File: config.mk
export PLATFORM = sky130hd
export DESIGN_NAME = mips_core
export DESIGN_NICKNAME = d
export VERILOG_FILES = /design/src/mips_pkg.sv /design/src/pipe_if.sv /design/src/fetch_stage.sv /design/src/gpr_file.sv /design/src/decode_stage.sv /design/src/alu.sv /design/src/execute_stage.sv /design/src/mips_core.sv
export SDC_FILE = /design/constraint.sdc
export NUM_CORES = 2
export LEC_CHECK = 0
export BUFFER_PORTS_ARGS = -buffer_cell sky130_fd_sc_hd__buf_2
export CAP_MARGIN = 30
export CORE_MARGIN = 2
export CORE_UTILIZATION = 61
export CTS_CLUSTER_SIZE = 14
export DETAILED_ROUTE_END_ITERATION = 10
export GPL_TIMING_DRIVEN = 0
export PLACE_DENSITY = 0.89
export SLEW_MARGIN = 25
export SYNTH_ARGS = -nofsm -noshare
export SYNTH_HDL_FRONTEND = slang
export SYNTH_SLANG_ARGS = --single-unit
export TNS_END_PERCENT = 1
File: constraint.sdc
create_clock -name i_clk -period 7.2 [get_ports i_clk]
set_clock_uncertainty 0.05 [all_clocks]
set_input_delay 0.36 -clock i_clk [delete_from_list [all_inputs] [get_ports i_clk]]
set_output_delay 0.36 -clock i_clk [all_outputs]
set_load 0.01 [all_outputs]
File: src/mips_pkg.sv
package mips_pkg;

    localparam int WORD_W = 32;
    localparam int REG_AW = 5;

    typedef logic [WORD_W-1:0] word_t;
    typedef logic [REG_AW-1:0] reg_addr_t;

    // Fetch address after reset
    localparam word_t RESET_PC = 32'h0040_0000;

    // jal link destination
    localparam reg_addr_t LINK_REG = 5'd31;

    typedef enum logic [5:0] {
        OP_SPECIAL = 6'h00,
        OP_J       = 6'h02,
        OP_JAL     = 6'h03,
        OP_BEQ     = 6'h04,
        OP_BNE     = 6'h05,
        OP_ADDIU   = 6'h09,
        OP_SLTI    = 6'h0a,
        OP_ANDI    = 6'h0c,
        OP_ORI     = 6'h0d,
        OP_XORI    = 6'h0e,
        OP_LUI     = 6'h0f,
        OP_LW      = 6'h23,
        OP_SW      = 6'h2b
    } opcode_e;

    typedef enum logic [5:0] {
        F_SLL  = 6'h00,
        F_SRL  = 6'h02,
        F_SRA  = 6'h03,
        F_ADDU = 6'h21,
        F_SUBU = 6'h23,
        F_AND  = 6'h24,
        F_OR   = 6'h25,
        F_XOR  = 6'h26,
        F_NOR  = 6'h27,
        F_SLT  = 6'h2a,
        F_SLTU = 6'h2b
    } funct_e;

    typedef enum logic [3:0] {
        ALU_ADD,
        ALU_SUB,
        ALU_AND,
        ALU_OR,
        ALU_XOR,
        ALU_NOR,
        ALU_SLT,
        ALU_SLTU,
        ALU_SLL,
        ALU_SRL,
        ALU_SRA,
        ALU_LUI,
        ALU_PASS
    } alu_op_e;

endpackage

File: src/pipe_if.sv
// Decode to execute bundle, presented every cycle
interface exe_bus;
    logic                we;
    mips_pkg::reg_addr_t waddr;
    mips_pkg::alu_op_e   alu_op;
    mips_pkg::word_t     opr1;
    mips_pkg::word_t     opr2;
    logic                is_load;

    modport decode (
        output we, waddr, alu_op, opr1, opr2, is_load
    );

    modport execute (
        input we, waddr, alu_op, opr1, opr2, is_load
    );
endinterface

// Results of the three back ranks, wb group is the regfile write port
interface result_bus;
    logic                exe_we;
    mips_pkg::reg_addr_t exe_waddr;
    mips_pkg::word_t     exe_wdata;
    logic                mem_we;
    mips_pkg::reg_addr_t mem_waddr;
    mips_pkg::word_t     mem_wdata;
    logic                wb_we;
    mips_pkg::reg_addr_t wb_waddr;
    mips_pkg::word_t     wb_wdata;

    modport producer (
        output exe_we, exe_waddr, exe_wdata, mem_we, mem_waddr, mem_wdata,
        output wb_we, wb_waddr, wb_wdata
    );

    modport consumer (
        input exe_we, exe_waddr, exe_wdata, mem_we, mem_waddr, mem_wdata,
        input wb_we, wb_waddr, wb_wdata
    );
endinterface

File: src/fetch_stage.sv
module fetch_stage (
    input  logic            i_clk,
    input  logic            i_rst_n,
    input  logic            i_branch_taken,
    input  mips_pkg::word_t i_branch_target,
    output mips_pkg::word_t o_pc,
    input  mips_pkg::word_t i_instr,
    output mips_pkg::word_t o_id_pc,
    output mips_pkg::word_t o_id_instr
);

    mips_pkg::word_t pc_plus4;
    mips_pkg::word_t next_pc;

    assign pc_plus4 = o_pc + mips_pkg::word_t'(4);

    // Delay slot is already being fetched when the branch resolves
    assign next_pc = i_branch_taken ? i_branch_target : pc_plus4;

    always_ff @(posedge i_clk) begin
        if (!i_rst_n) begin
            o_pc <= mips_pkg::RESET_PC;
        end else begin
            o_pc <= next_pc;
        end
    end

    // All-zero word decodes as sll r0, a no-op
    always_ff @(posedge i_clk) begin
        if (!i_rst_n) begin
            o_id_pc    <= mips_pkg::RESET_PC;
            o_id_instr <= '0;
        end else begin
            o_id_pc    <= o_pc;
            o_id_instr <= i_instr;
        end
    end

endmodule

File: src/gpr_file.sv
module gpr_file (
    input  logic                i_clk,
    input  logic                i_rst_n,
    input  mips_pkg::reg_addr_t i_raddr1,
    input  mips_pkg::reg_addr_t i_raddr2,
    output mips_pkg::word_t     o_rdata1,
    output mips_pkg::word_t     o_rdata2,
    result_bus.consumer         wr
);

    mips_pkg::word_t regs [2**mips_pkg::REG_AW];

    always_ff @(posedge i_clk) begin
        if (i_rst_n && wr.wb_we) begin
            regs[wr.wb_waddr] <= wr.wb_wdata;
        end
    end

    // r0 reads zero, same-cycle write passes through
    assign o_rdata1 = (i_raddr1 == '0) ? '0 :
                      (wr.wb_we && wr.wb_waddr == i_raddr1) ? wr.wb_wdata : regs[i_raddr1];
    assign o_rdata2 = (i_raddr2 == '0) ? '0 :
                      (wr.wb_we && wr.wb_waddr == i_raddr2) ? wr.wb_wdata : regs[i_raddr2];

endmodule

File: src/decode_stage.sv
module decode_stage (
    input  logic            i_clk,
    input  logic            i_rst_n,
    input  mips_pkg::word_t i_pc,
    input  mips_pkg::word_t i_instr,
    output logic            o_branch_taken,
    output mips_pkg::word_t o_branch_target,
    output mips_pkg::word_t o_dmem_addr,
    output logic            o_dmem_we,
    output mips_pkg::word_t o_dmem_wdata,
    exe_bus.decode          ex,
    result_bus.consumer     res
);

    mips_pkg::opcode_e   opcode;
    mips_pkg::funct_e    funct;
    mips_pkg::reg_addr_t rs;
    mips_pkg::reg_addr_t rt;
    mips_pkg::reg_addr_t rd;
    logic [4:0]          shamt;
    mips_pkg::word_t     imm_sext;
    mips_pkg::word_t     imm_zext;
    mips_pkg::word_t     pc_plus4;
    mips_pkg::word_t     rf_rdata1;
    mips_pkg::word_t     rf_rdata2;
    mips_pkg::word_t     rs_val;
    mips_pkg::word_t     rt_val;
    mips_pkg::word_t     mem_addr;

    assign opcode   = mips_pkg::opcode_e'(i_instr[31:26]);
    assign funct    = mips_pkg::funct_e'(i_instr[5:0]);
    assign rs       = i_instr[25:21];
    assign rt       = i_instr[20:16];
    assign rd       = i_instr[15:11];
    assign shamt    = i_instr[10:6];
    assign imm_sext = {{16{i_instr[15]}}, i_instr[15:0]};
    assign imm_zext = {16'h0000, i_instr[15:0]};
    assign pc_plus4 = i_pc + mips_pkg::word_t'(4);

    gpr_file u_gpr_file (
        .i_clk    (i_clk),
        .i_rst_n  (i_rst_n),
        .i_raddr1 (rs),
        .i_raddr2 (rt),
        .o_rdata1 (rf_rdata1),
        .o_rdata2 (rf_rdata2),
        .wr       (res)
    );

    // Youngest in-flight result wins over the register file read
    assign rs_val = (res.exe_we && res.exe_waddr == rs) ? res.exe_wdata :
                    (res.mem_we && res.mem_waddr == rs) ? res.mem_wdata : rf_rdata1;
    assign rt_val = (res.exe_we && res.exe_waddr == rt) ? res.exe_wdata :
                    (res.mem_we && res.mem_waddr == rt) ? res.mem_wdata : rf_rdata2;

    always_comb begin
        ex.we      = 1'b0;
        ex.waddr   = rd;
        ex.alu_op  = mips_pkg::ALU_PASS;
        ex.opr1    = rs_val;
        ex.opr2    = rt_val;
        ex.is_load = 1'b0;
        case (opcode)
            mips_pkg::OP_SPECIAL: begin
                ex.we = 1'b1;
                case (funct)
                    mips_pkg::F_ADDU: ex.alu_op = mips_pkg::ALU_ADD;
                    mips_pkg::F_SUBU: ex.alu_op = mips_pkg::ALU_SUB;
                    mips_pkg::F_AND:  ex.alu_op = mips_pkg::ALU_AND;
                    mips_pkg::F_OR:   ex.alu_op = mips_pkg::ALU_OR;
                    mips_pkg::F_XOR:  ex.alu_op = mips_pkg::ALU_XOR;
                    mips_pkg::F_NOR:  ex.alu_op = mips_pkg::ALU_NOR;
                    mips_pkg::F_SLT:  ex.alu_op = mips_pkg::ALU_SLT;
                    mips_pkg::F_SLTU: ex.alu_op = mips_pkg::ALU_SLTU;
                    mips_pkg::F_SLL:  ex.alu_op = mips_pkg::ALU_SLL;
                    mips_pkg::F_SRL:  ex.alu_op = mips_pkg::ALU_SRL;
                    mips_pkg::F_SRA:  ex.alu_op = mips_pkg::ALU_SRA;
                    default:          ex.we     = 1'b0;
                endcase
                // Shifts take the amount from the first operand
                if (funct == mips_pkg::F_SLL || funct == mips_pkg::F_SRL ||
                    funct == mips_pkg::F_SRA) begin
                    ex.opr1 = {27'd0, shamt};
                end
            end
            mips_pkg::OP_ADDIU: begin
                ex.we     = 1'b1;
                ex.waddr  = rt;
                ex.alu_op = mips_pkg::ALU_ADD;
                ex.opr2   = imm_sext;
            end
            mips_pkg::OP_SLTI: begin
                ex.we     = 1'b1;
                ex.waddr  = rt;
                ex.alu_op = mips_pkg::ALU_SLT;
                ex.opr2   = imm_sext;
            end
            mips_pkg::OP_ANDI, mips_pkg::OP_ORI, mips_pkg::OP_XORI, mips_pkg::OP_LUI: begin
                ex.we    = 1'b1;
                ex.waddr = rt;
                ex.opr2  = imm_zext;
                case (opcode)
                    mips_pkg::OP_ANDI: ex.alu_op = mips_pkg::ALU_AND;
                    mips_pkg::OP_ORI:  ex.alu_op = mips_pkg::ALU_OR;
                    mips_pkg::OP_XORI: ex.alu_op = mips_pkg::ALU_XOR;
                    default:           ex.alu_op = mips_pkg::ALU_LUI;
                endcase
            end
            mips_pkg::OP_LW: begin
                ex.we      = 1'b1;
                ex.waddr   = rt;
                ex.is_load = 1'b1;
            end
            mips_pkg::OP_JAL: begin
                ex.we    = 1'b1;
                ex.waddr = mips_pkg::LINK_REG;
                ex.opr1  = i_pc + mips_pkg::word_t'(8);
            end
            default: ;
        endcase
        if (ex.waddr == '0) begin
            ex.we = 1'b0;
        end
    end

    // Branches and jumps resolve here with one delay slot
    always_comb begin
        o_branch_taken  = 1'b0;
        o_branch_target = pc_plus4 + {imm_sext[29:0], 2'b00};
        case (opcode)
            mips_pkg::OP_BEQ: o_branch_taken = (rs_val == rt_val);
            mips_pkg::OP_BNE: o_branch_taken = (rs_val != rt_val);
            mips_pkg::OP_J, mips_pkg::OP_JAL: begin
                o_branch_taken  = 1'b1;
                o_branch_target = {pc_plus4[31:28], i_instr[25:0], 2'b00};
            end
            default: ;
        endcase
    end

    assign mem_addr     = rs_val + imm_sext;
    assign o_dmem_addr  = {mem_addr[31:2], 2'b00};
    assign o_dmem_we    = (opcode == mips_pkg::OP_SW);
    assign o_dmem_wdata = rt_val;

endmodule

File: src/alu.sv
module alu (
    input  mips_pkg::alu_op_e i_op,
    input  mips_pkg::word_t   i_opr1,
    input  mips_pkg::word_t   i_opr2,
    output mips_pkg::word_t   o_result
);

    logic [4:0] shamt;
    logic       lt_signed;
    logic       lt_unsigned;

    // Decode loads shamt into the first operand
    assign shamt       = i_opr1[4:0];
    assign lt_signed   = $signed(i_opr1) < $signed(i_opr2);
    assign lt_unsigned = i_opr1 < i_opr2;

    always_comb begin
        case (i_op)
            mips_pkg::ALU_ADD:  o_result = i_opr1 + i_opr2;
            mips_pkg::ALU_SUB:  o_result = i_opr1 - i_opr2;
            mips_pkg::ALU_AND:  o_result = i_opr1 & i_opr2;
            mips_pkg::ALU_OR:   o_result = i_opr1 | i_opr2;
            mips_pkg::ALU_XOR:  o_result = i_opr1 ^ i_opr2;
            mips_pkg::ALU_NOR:  o_result = ~(i_opr1 | i_opr2);
            mips_pkg::ALU_SLT: begin
                o_result = {{(mips_pkg::WORD_W-1){1'b0}}, lt_signed};
            end
            mips_pkg::ALU_SLTU: begin
                o_result = {{(mips_pkg::WORD_W-1){1'b0}}, lt_unsigned};
            end
            mips_pkg::ALU_SLL:  o_result = i_opr2 << shamt;
            mips_pkg::ALU_SRL:  o_result = i_opr2 >> shamt;
            mips_pkg::ALU_SRA:  o_result = $signed(i_opr2) >>> shamt;
            mips_pkg::ALU_LUI:  o_result = {i_opr2[15:0], 16'h0000};
            // Link value and anything unlisted pass straight through
            default:            o_result = i_opr1;
        endcase
    end

endmodule

File: src/execute_stage.sv
module execute_stage (
    input  logic            i_clk,
    input  logic            i_rst_n,
    input  mips_pkg::word_t i_dmem_rdata,
    exe_bus.execute         ex,
    result_bus.producer     res
);

    logic                ex_we;
    logic                ex_is_load;
    mips_pkg::reg_addr_t ex_waddr;
    mips_pkg::alu_op_e   ex_alu_op;
    mips_pkg::word_t     ex_opr1;
    mips_pkg::word_t     ex_opr2;
    mips_pkg::word_t     alu_result;

    always_ff @(posedge i_clk) begin
        if (!i_rst_n) begin
            ex_we      <= 1'b0;
            ex_is_load <= 1'b0;
        end else begin
            ex_we      <= ex.we;
            ex_is_load <= ex.is_load;
        end
        ex_waddr  <= ex.waddr;
        ex_alu_op <= ex.alu_op;
        ex_opr1   <= ex.opr1;
        ex_opr2   <= ex.opr2;
    end

    alu u_alu (
        .i_op     (ex_alu_op),
        .i_opr1   (ex_opr1),
        .i_opr2   (ex_opr2),
        .o_result (alu_result)
    );

    // Load data arrives one cycle after decode put out the address
    assign res.exe_we    = ex_we;
    assign res.exe_waddr = ex_waddr;
    assign res.exe_wdata = ex_is_load ? i_dmem_rdata : alu_result;

    always_ff @(posedge i_clk) begin
        if (!i_rst_n) begin
            res.mem_we <= 1'b0;
            res.wb_we  <= 1'b0;
        end else begin
            res.mem_we <= res.exe_we;
            res.wb_we  <= res.mem_we;
        end
        res.mem_waddr <= res.exe_waddr;
        res.mem_wdata <= res.exe_wdata;
        res.wb_waddr  <= res.mem_waddr;
        res.wb_wdata  <= res.mem_wdata;
    end

endmodule

File: src/mips_core.sv
module mips_core (
    input  logic            i_clk,
    input  logic            i_rst_n,
    output mips_pkg::word_t o_imem_raddr,
    input  mips_pkg::word_t i_imem_rdata,
    output mips_pkg::word_t o_dmem_addr,
    output logic            o_dmem_we,
    output mips_pkg::word_t o_dmem_wdata,
    input  mips_pkg::word_t i_dmem_rdata
);

    logic            branch_taken;
    mips_pkg::word_t branch_target;
    mips_pkg::word_t id_pc;
    mips_pkg::word_t id_instr;

    exe_bus    u_exe_bus ();
    result_bus u_result_bus ();

    fetch_stage u_fetch_stage (
        .i_clk           (i_clk),
        .i_rst_n         (i_rst_n),
        .i_branch_taken  (branch_taken),
        .i_branch_target (branch_target),
        .o_pc            (o_imem_raddr),
        .i_instr         (i_imem_rdata),
        .o_id_pc         (id_pc),
        .o_id_instr      (id_instr)
    );

    decode_stage u_decode_stage (
        .i_clk           (i_clk),
        .i_rst_n         (i_rst_n),
        .i_pc            (id_pc),
        .i_instr         (id_instr),
        .o_branch_taken  (branch_taken),
        .o_branch_target (branch_target),
        .o_dmem_addr     (o_dmem_addr),
        .o_dmem_we       (o_dmem_we),
        .o_dmem_wdata    (o_dmem_wdata),
        .ex              (u_exe_bus),
        .res             (u_result_bus)
    );

    execute_stage u_execute_stage (
        .i_clk        (i_clk),
        .i_rst_n      (i_rst_n),
        .i_dmem_rdata (i_dmem_rdata),
        .ex           (u_exe_bus),
        .res          (u_result_bus)
    );

endmodule

==> results of run 1 <==
[cell usage after synthesis, types with 115 or more instances]
cell / instances / area, um^2
a21oi_1: 291 / 1460
clkbuf_1: 214 / 803
dfxtp_1: 247 / 4940
edfxtp_1: 1024 / 30700
ha_1: 166 / 2080
inv_1: 141 / 529
mux2i_1: 229 / 2290
mux4_2: 549 / 12400
nand2_1: 431 / 1620
nand3_1: 121 / 606
nor2_1: 360 / 1350
o21ai_0: 191 / 956
xnor2_1: 115 / 1010
[layer usage]
layer | track usage, % | GRT overflow
met5 | 58.9 | 8
met4 | 80.7 | 183
met3 | 79.5 | 57
met2 | 94.3 | 225
met1 | 85.9 | 70
[metrics by stage]
stage	utilization (%)	hold slack (ns)	instances	setup WS, ns	area [um^2]
floorplan	-	0.298	5812	1.13	74000
global placement	63.9	0.308	7583	-2.62	76800
detailed placement	66.0	0.306	7687	-2.17	79300
CTS	71.9	0.0203	8026	-0.0208	86400
[timing repair]
item,CTS
gates resized for setup,469
hold buffers,40
hold endpoints to repair,40
pin swaps,66
buffers inserted,68
endpoints found under the setup margin,83
[cell families after synthesis]
group           after synthesis  share of synthesized area (%)
simple gates               1438                           9.43
compound gates             1285                           12.2
flops                      1271                           48.3
mux                         844                           20.8
buf+inv                     603                           3.97
xor+xnor                    200                           2.39
fa+ha+maj                   169                           2.89
other cells                   1                        0.00507
==> impl_metrics.json, run 1 <==
{
  "status": "aborted with a tool error",
  "lastStage": "global routing",
  "error": "[ERROR GRT-0116] Global routing finished with congestion. Check the congestion regions in the DRC Viewer.",
  "synth-seq-cells": 1271,
  "cts_buffers": 131,
  "hpwl_um": 284000,
  "avgSynthCellArea_um2": 12.7,
  "syn_inst": 5811,
  "cts.sinks": 1271,
  "yosysWarnings": 0,
  "grt_overflow": 543,
  "portBuffers": 159,
  "start_util_pct": 61.6,
  "htreeDepth": 4,
  "die_x_um": 352,
  "groute.usage.overall_pct": 85.4,
  "synth-edff-count": 1024,
  "grt_pass1_wl_um": 739000,
  "syn_area_um2": 74000,
  "synth-main-ff-cell": "edfxtp_1",
  "rows": 127,
  "cts-root-buf": "clkbuf_16",
  "fp.dieH_um": 352,
  "grt_max_degree": 36,
  "ioPinCount": 163,
  "cts_buffer_depth": 3,
  "synthArstFlopShare_pct": 0,
  "ys_types": 125,
  "ys_seq_area_share_pct": 48.3,
  "grt_pass1_vias": 80600,
  "gp_congestion": 1.17
}
==> run 2, diff against run 1 <==
--- a/config.mk
+++ b/config.mk
@@ -8,11 +8,10 @@
 export BUFFER_PORTS_ARGS = -buffer_cell sky130_fd_sc_hd__buf_2
 export CAP_MARGIN = 30
 export CORE_MARGIN = 2
-export CORE_UTILIZATION = 61
-export CTS_CLUSTER_SIZE = 14
+export CORE_UTILIZATION = 40
 export DETAILED_ROUTE_END_ITERATION = 10
 export GPL_TIMING_DRIVEN = 0
-export PLACE_DENSITY = 0.89
+export PLACE_DENSITY_LB_ADDON = 0.15
 export SLEW_MARGIN = 25
 export SYNTH_ARGS = -nofsm -noshare
 export SYNTH_HDL_FRONTEND = slang
==> impl_metrics.json, run 2 <==
{
  "dr_total_vias": 62500,
  "cp_max_fo": 10,
  "die_x_um": 434,
  "route.detailed.drc": 0,
  "synth-edff-count": 1024,
  "ff2ff_path_depth": 19,
  "antenna_found_initial": 27,
  "min_from": "i_dmem_rdata[28]",
  "fp.dieH_um": 434,
  "ys_types": 125,
  "synthTopCellsByArea": "edfxtp_1, mux4_2, dfxtp_1",
  "fin_crit_ns": 7.38,
  "final_cell_mix": "edfxtp_1, mux4_2, nand2_1",
  "ys_seq_area_share_pct": 48.3,
  "hp-class": "input pin to flop",
  "end_kind": "flop",
  "start_kind": "flop",
  "synth_top_family_by_area": "multiplexers",
  "cts_tree": "built",
  "netlist_top_cells_count": "edfxtp_1, mux4_2, nand2_1",
  "fmax_mhz": 135,
  "yosys.area_share.simple_pct": 9.43,
  "gp_congestion": 1.02,
  "reg2reg_from": "u_fetch_stage.o_id_instr[17]",
  "grt_max_degree": 36,
  "power_mw": 22.6,
  "synth_top_area_cell": "edfxtp_1",
  "fillers": 16200,
  "synthArstFlopShare_pct": 0,
  "cts_buffers": 142,
  "synth_most_common_cell": "edfxtp_1",
  "p_leak_nw": 30.7,
  "placed_cell_area_um2": 81200,
  "syn_inst": 5811,
  "avgSynthCellArea_um2": 12.7,
  "synth-main-ff-cell": "edfxtp_1",
  "vdd_drop_max_v": 0.000255,
  "synthMuxAreaShare_pct": 20.8,
  "hpwl_um": 294000,
  "grt_pass1_wl_um": 519000,
  "yosysWarnings": 0,
  "first_pass_iters": 7,
  "cap_violations": 0,
  "synthAdderAreaFrac_pct": 2.89,
  "clkTransAtPathRegs_ns": 0.06,
  "slew_headroom_pct": 25.4,
  "reg2reg_slack_ns": -0.18,
  "htreeDepth": 4,
  "hold_viol_final": 0,
  "grt_overflow": 0,
  "die_area_um2": 188000,
  "portBuffers": 159,
  "final_common_cell": "edfxtp_1",
  "path_class": "flop to flop",
  "fin_util_pct": 48.7,
  "multi_input_comb_area_um2": 37100,
  "regArea_um2": 35800,
  "via_per_inst": 6.97,
  "cts.sinks": 1271,
  "cts-root-buf": "clkbuf_16",
  "worstPathRequired_ns": 7.77,
  "rows": 157,
  "cts_buffer_depth": 3,
  "drive_gt1_share_pct": 29.3,
  "arrival_ns": 7.96,
  "synth_xor_area_share_pct": 2.39,
  "p_per_area_nw_per_um2": 253,
  "largest_register_ffs": 1024,
  "slew_viol_final": 0,
  "synthToLayoutAreaGrowth_pct": 20.7,
  "status": "complete, but fails checks",
  "final_area_um2": 89300,
  "worstMarginPinSlew_ns": 1.12,
  "ant_nets": 0,
  "violations": "negative setup slack",
  "synth_compound_area_share_pct": 12.2,
  "rsz0062_at_grt": "yes",
  "groute.usage.overall_pct": 40.9,
  "worst_skew_pair.late_latency_ns": 0.82,
  "ioPinCount": 163,
  "top_register": "u_decode_stage.u_gpr_file.regs",
  "finalSetupViolCount": 27,
  "fin_ws_ns": -0.184,
  "wirelength_um": 393000,
  "layout.nets": 6627,
  "start_util_pct": 40.3,
  "synth_top_area_share_pct": 41.6,
  "wl_per_cell_um": 43.8,
  "critPathLaunch": "u_fetch_stage.o_id_instr[17]",
  "grt_pass1_vias": 58500,
  "core_um2": 183000,
  "fin_crit_sh_pct": 103,
  "synth-seq-cells": 1271,
  "syn_area_um2": 74000,
  "drt_iter0_drc": 9970,
  "hold_depth": 3
}
run 2: cell counts after synthesis:
Identical to the previous run, type by type.
run 2: logic make-up after synthesis:
| logic type | count (synthesis) |
|---|---|
| compound gates | 1285 |
| xor+xnor | 200 |
| other cells | 1 |
| mux | 844 |
| flops | 1271 |
| simple gates | 1438 |
| fa+ha+maj | 169 |
| buf+inv | 603 |
run 2: final cells by class:
cell class                 instances  area share, %
timing repair buffer             449           5.60
sequential                      1271           40.1
tap                             2464           3.45
antenna                            8         0.0224
buffer                           443           3.57
inverter                         147          0.668
multi-input combinational       3938           41.6
clock inverter                    61          0.752
clock buffer                     183           4.27
run 2: routing by layer:
layer	vias up	part of all wire (%)	global-route usage (%)
met4	18	8.5	28.3
met3	1172	12	11.7
met5	-	0.030	0
met2	4943	44	61.8
met1	32100	36	50.7
li1	24200	-	-
run 2: worst paths after layout:
path                                             to
hold reg to reg    u_execute_stage.res.wb_wdata[15]
setup reg to reg             u_fetch_stage.o_pc[12]
setup / recovery             u_fetch_stage.o_pc[12]
hold / removal    u_execute_stage.res.mem_wdata[28]
run 2: where the power goes:
group	internal [mW]	leakage [nW]	switching, mW
clock	4.10	2.17	3.17
sequential	8.51	11.3	0.802
combinational	2.09	17.2	3.92
run 2: repair_timing:
| action | CTS | global route |
|---|---|---|
| resized for setup | 423 | 223 |
| hold buffers | 41 | 0 |
| gates cloned | 0 | 0 |
| buffers inserted | 46 | 60 |
| pin swaps | 45 | 67 |
| hold endpoints to repair | 41 | 0 |
| endpoints found under the setup margin | 89 | 46 |
run 2: stage by stage:
stage | instances | worst slack [ns] | setup TNS, ns | hold WS [ns]
finish | 8964 | -0.184 | -2.80 | 0.0103
global route | 8957 | -0.0522 | -0.156 | 0.0204
CTS | 8895 | -0.163 | -0.582 | 0.00242
detailed placement | 8572 | -2.18 | -97.90 | 0.302
global placement | 8435 | -3.26 | -197.07 | 0.310
floorplan | 5812 | 1.13 | 0 | 0.298
run 2: critical path, cell delays in order, from the launching register on:
cell      delay [ns]
dfxtp_1         0.44
buf_2           0.36
buf_4           0.34
buf_2           0.57
buf_2           0.53
clkbuf_2        0.67
mux4_2          0.35
nand2_1         0.06
a32oi_1         0.35
nand2_1         0.16
a21oi_1         0.82
xnor2_1         0.19
nand4_1         0.13
nor4_1          0.39
and4_1          0.45
and2_4          0.25
nand3_2         0.26
clkbuf_1        0.47
nand4_1         0.23
a21oi_1         0.08
No activity file was read; power rests on OpenSTA's default activity.
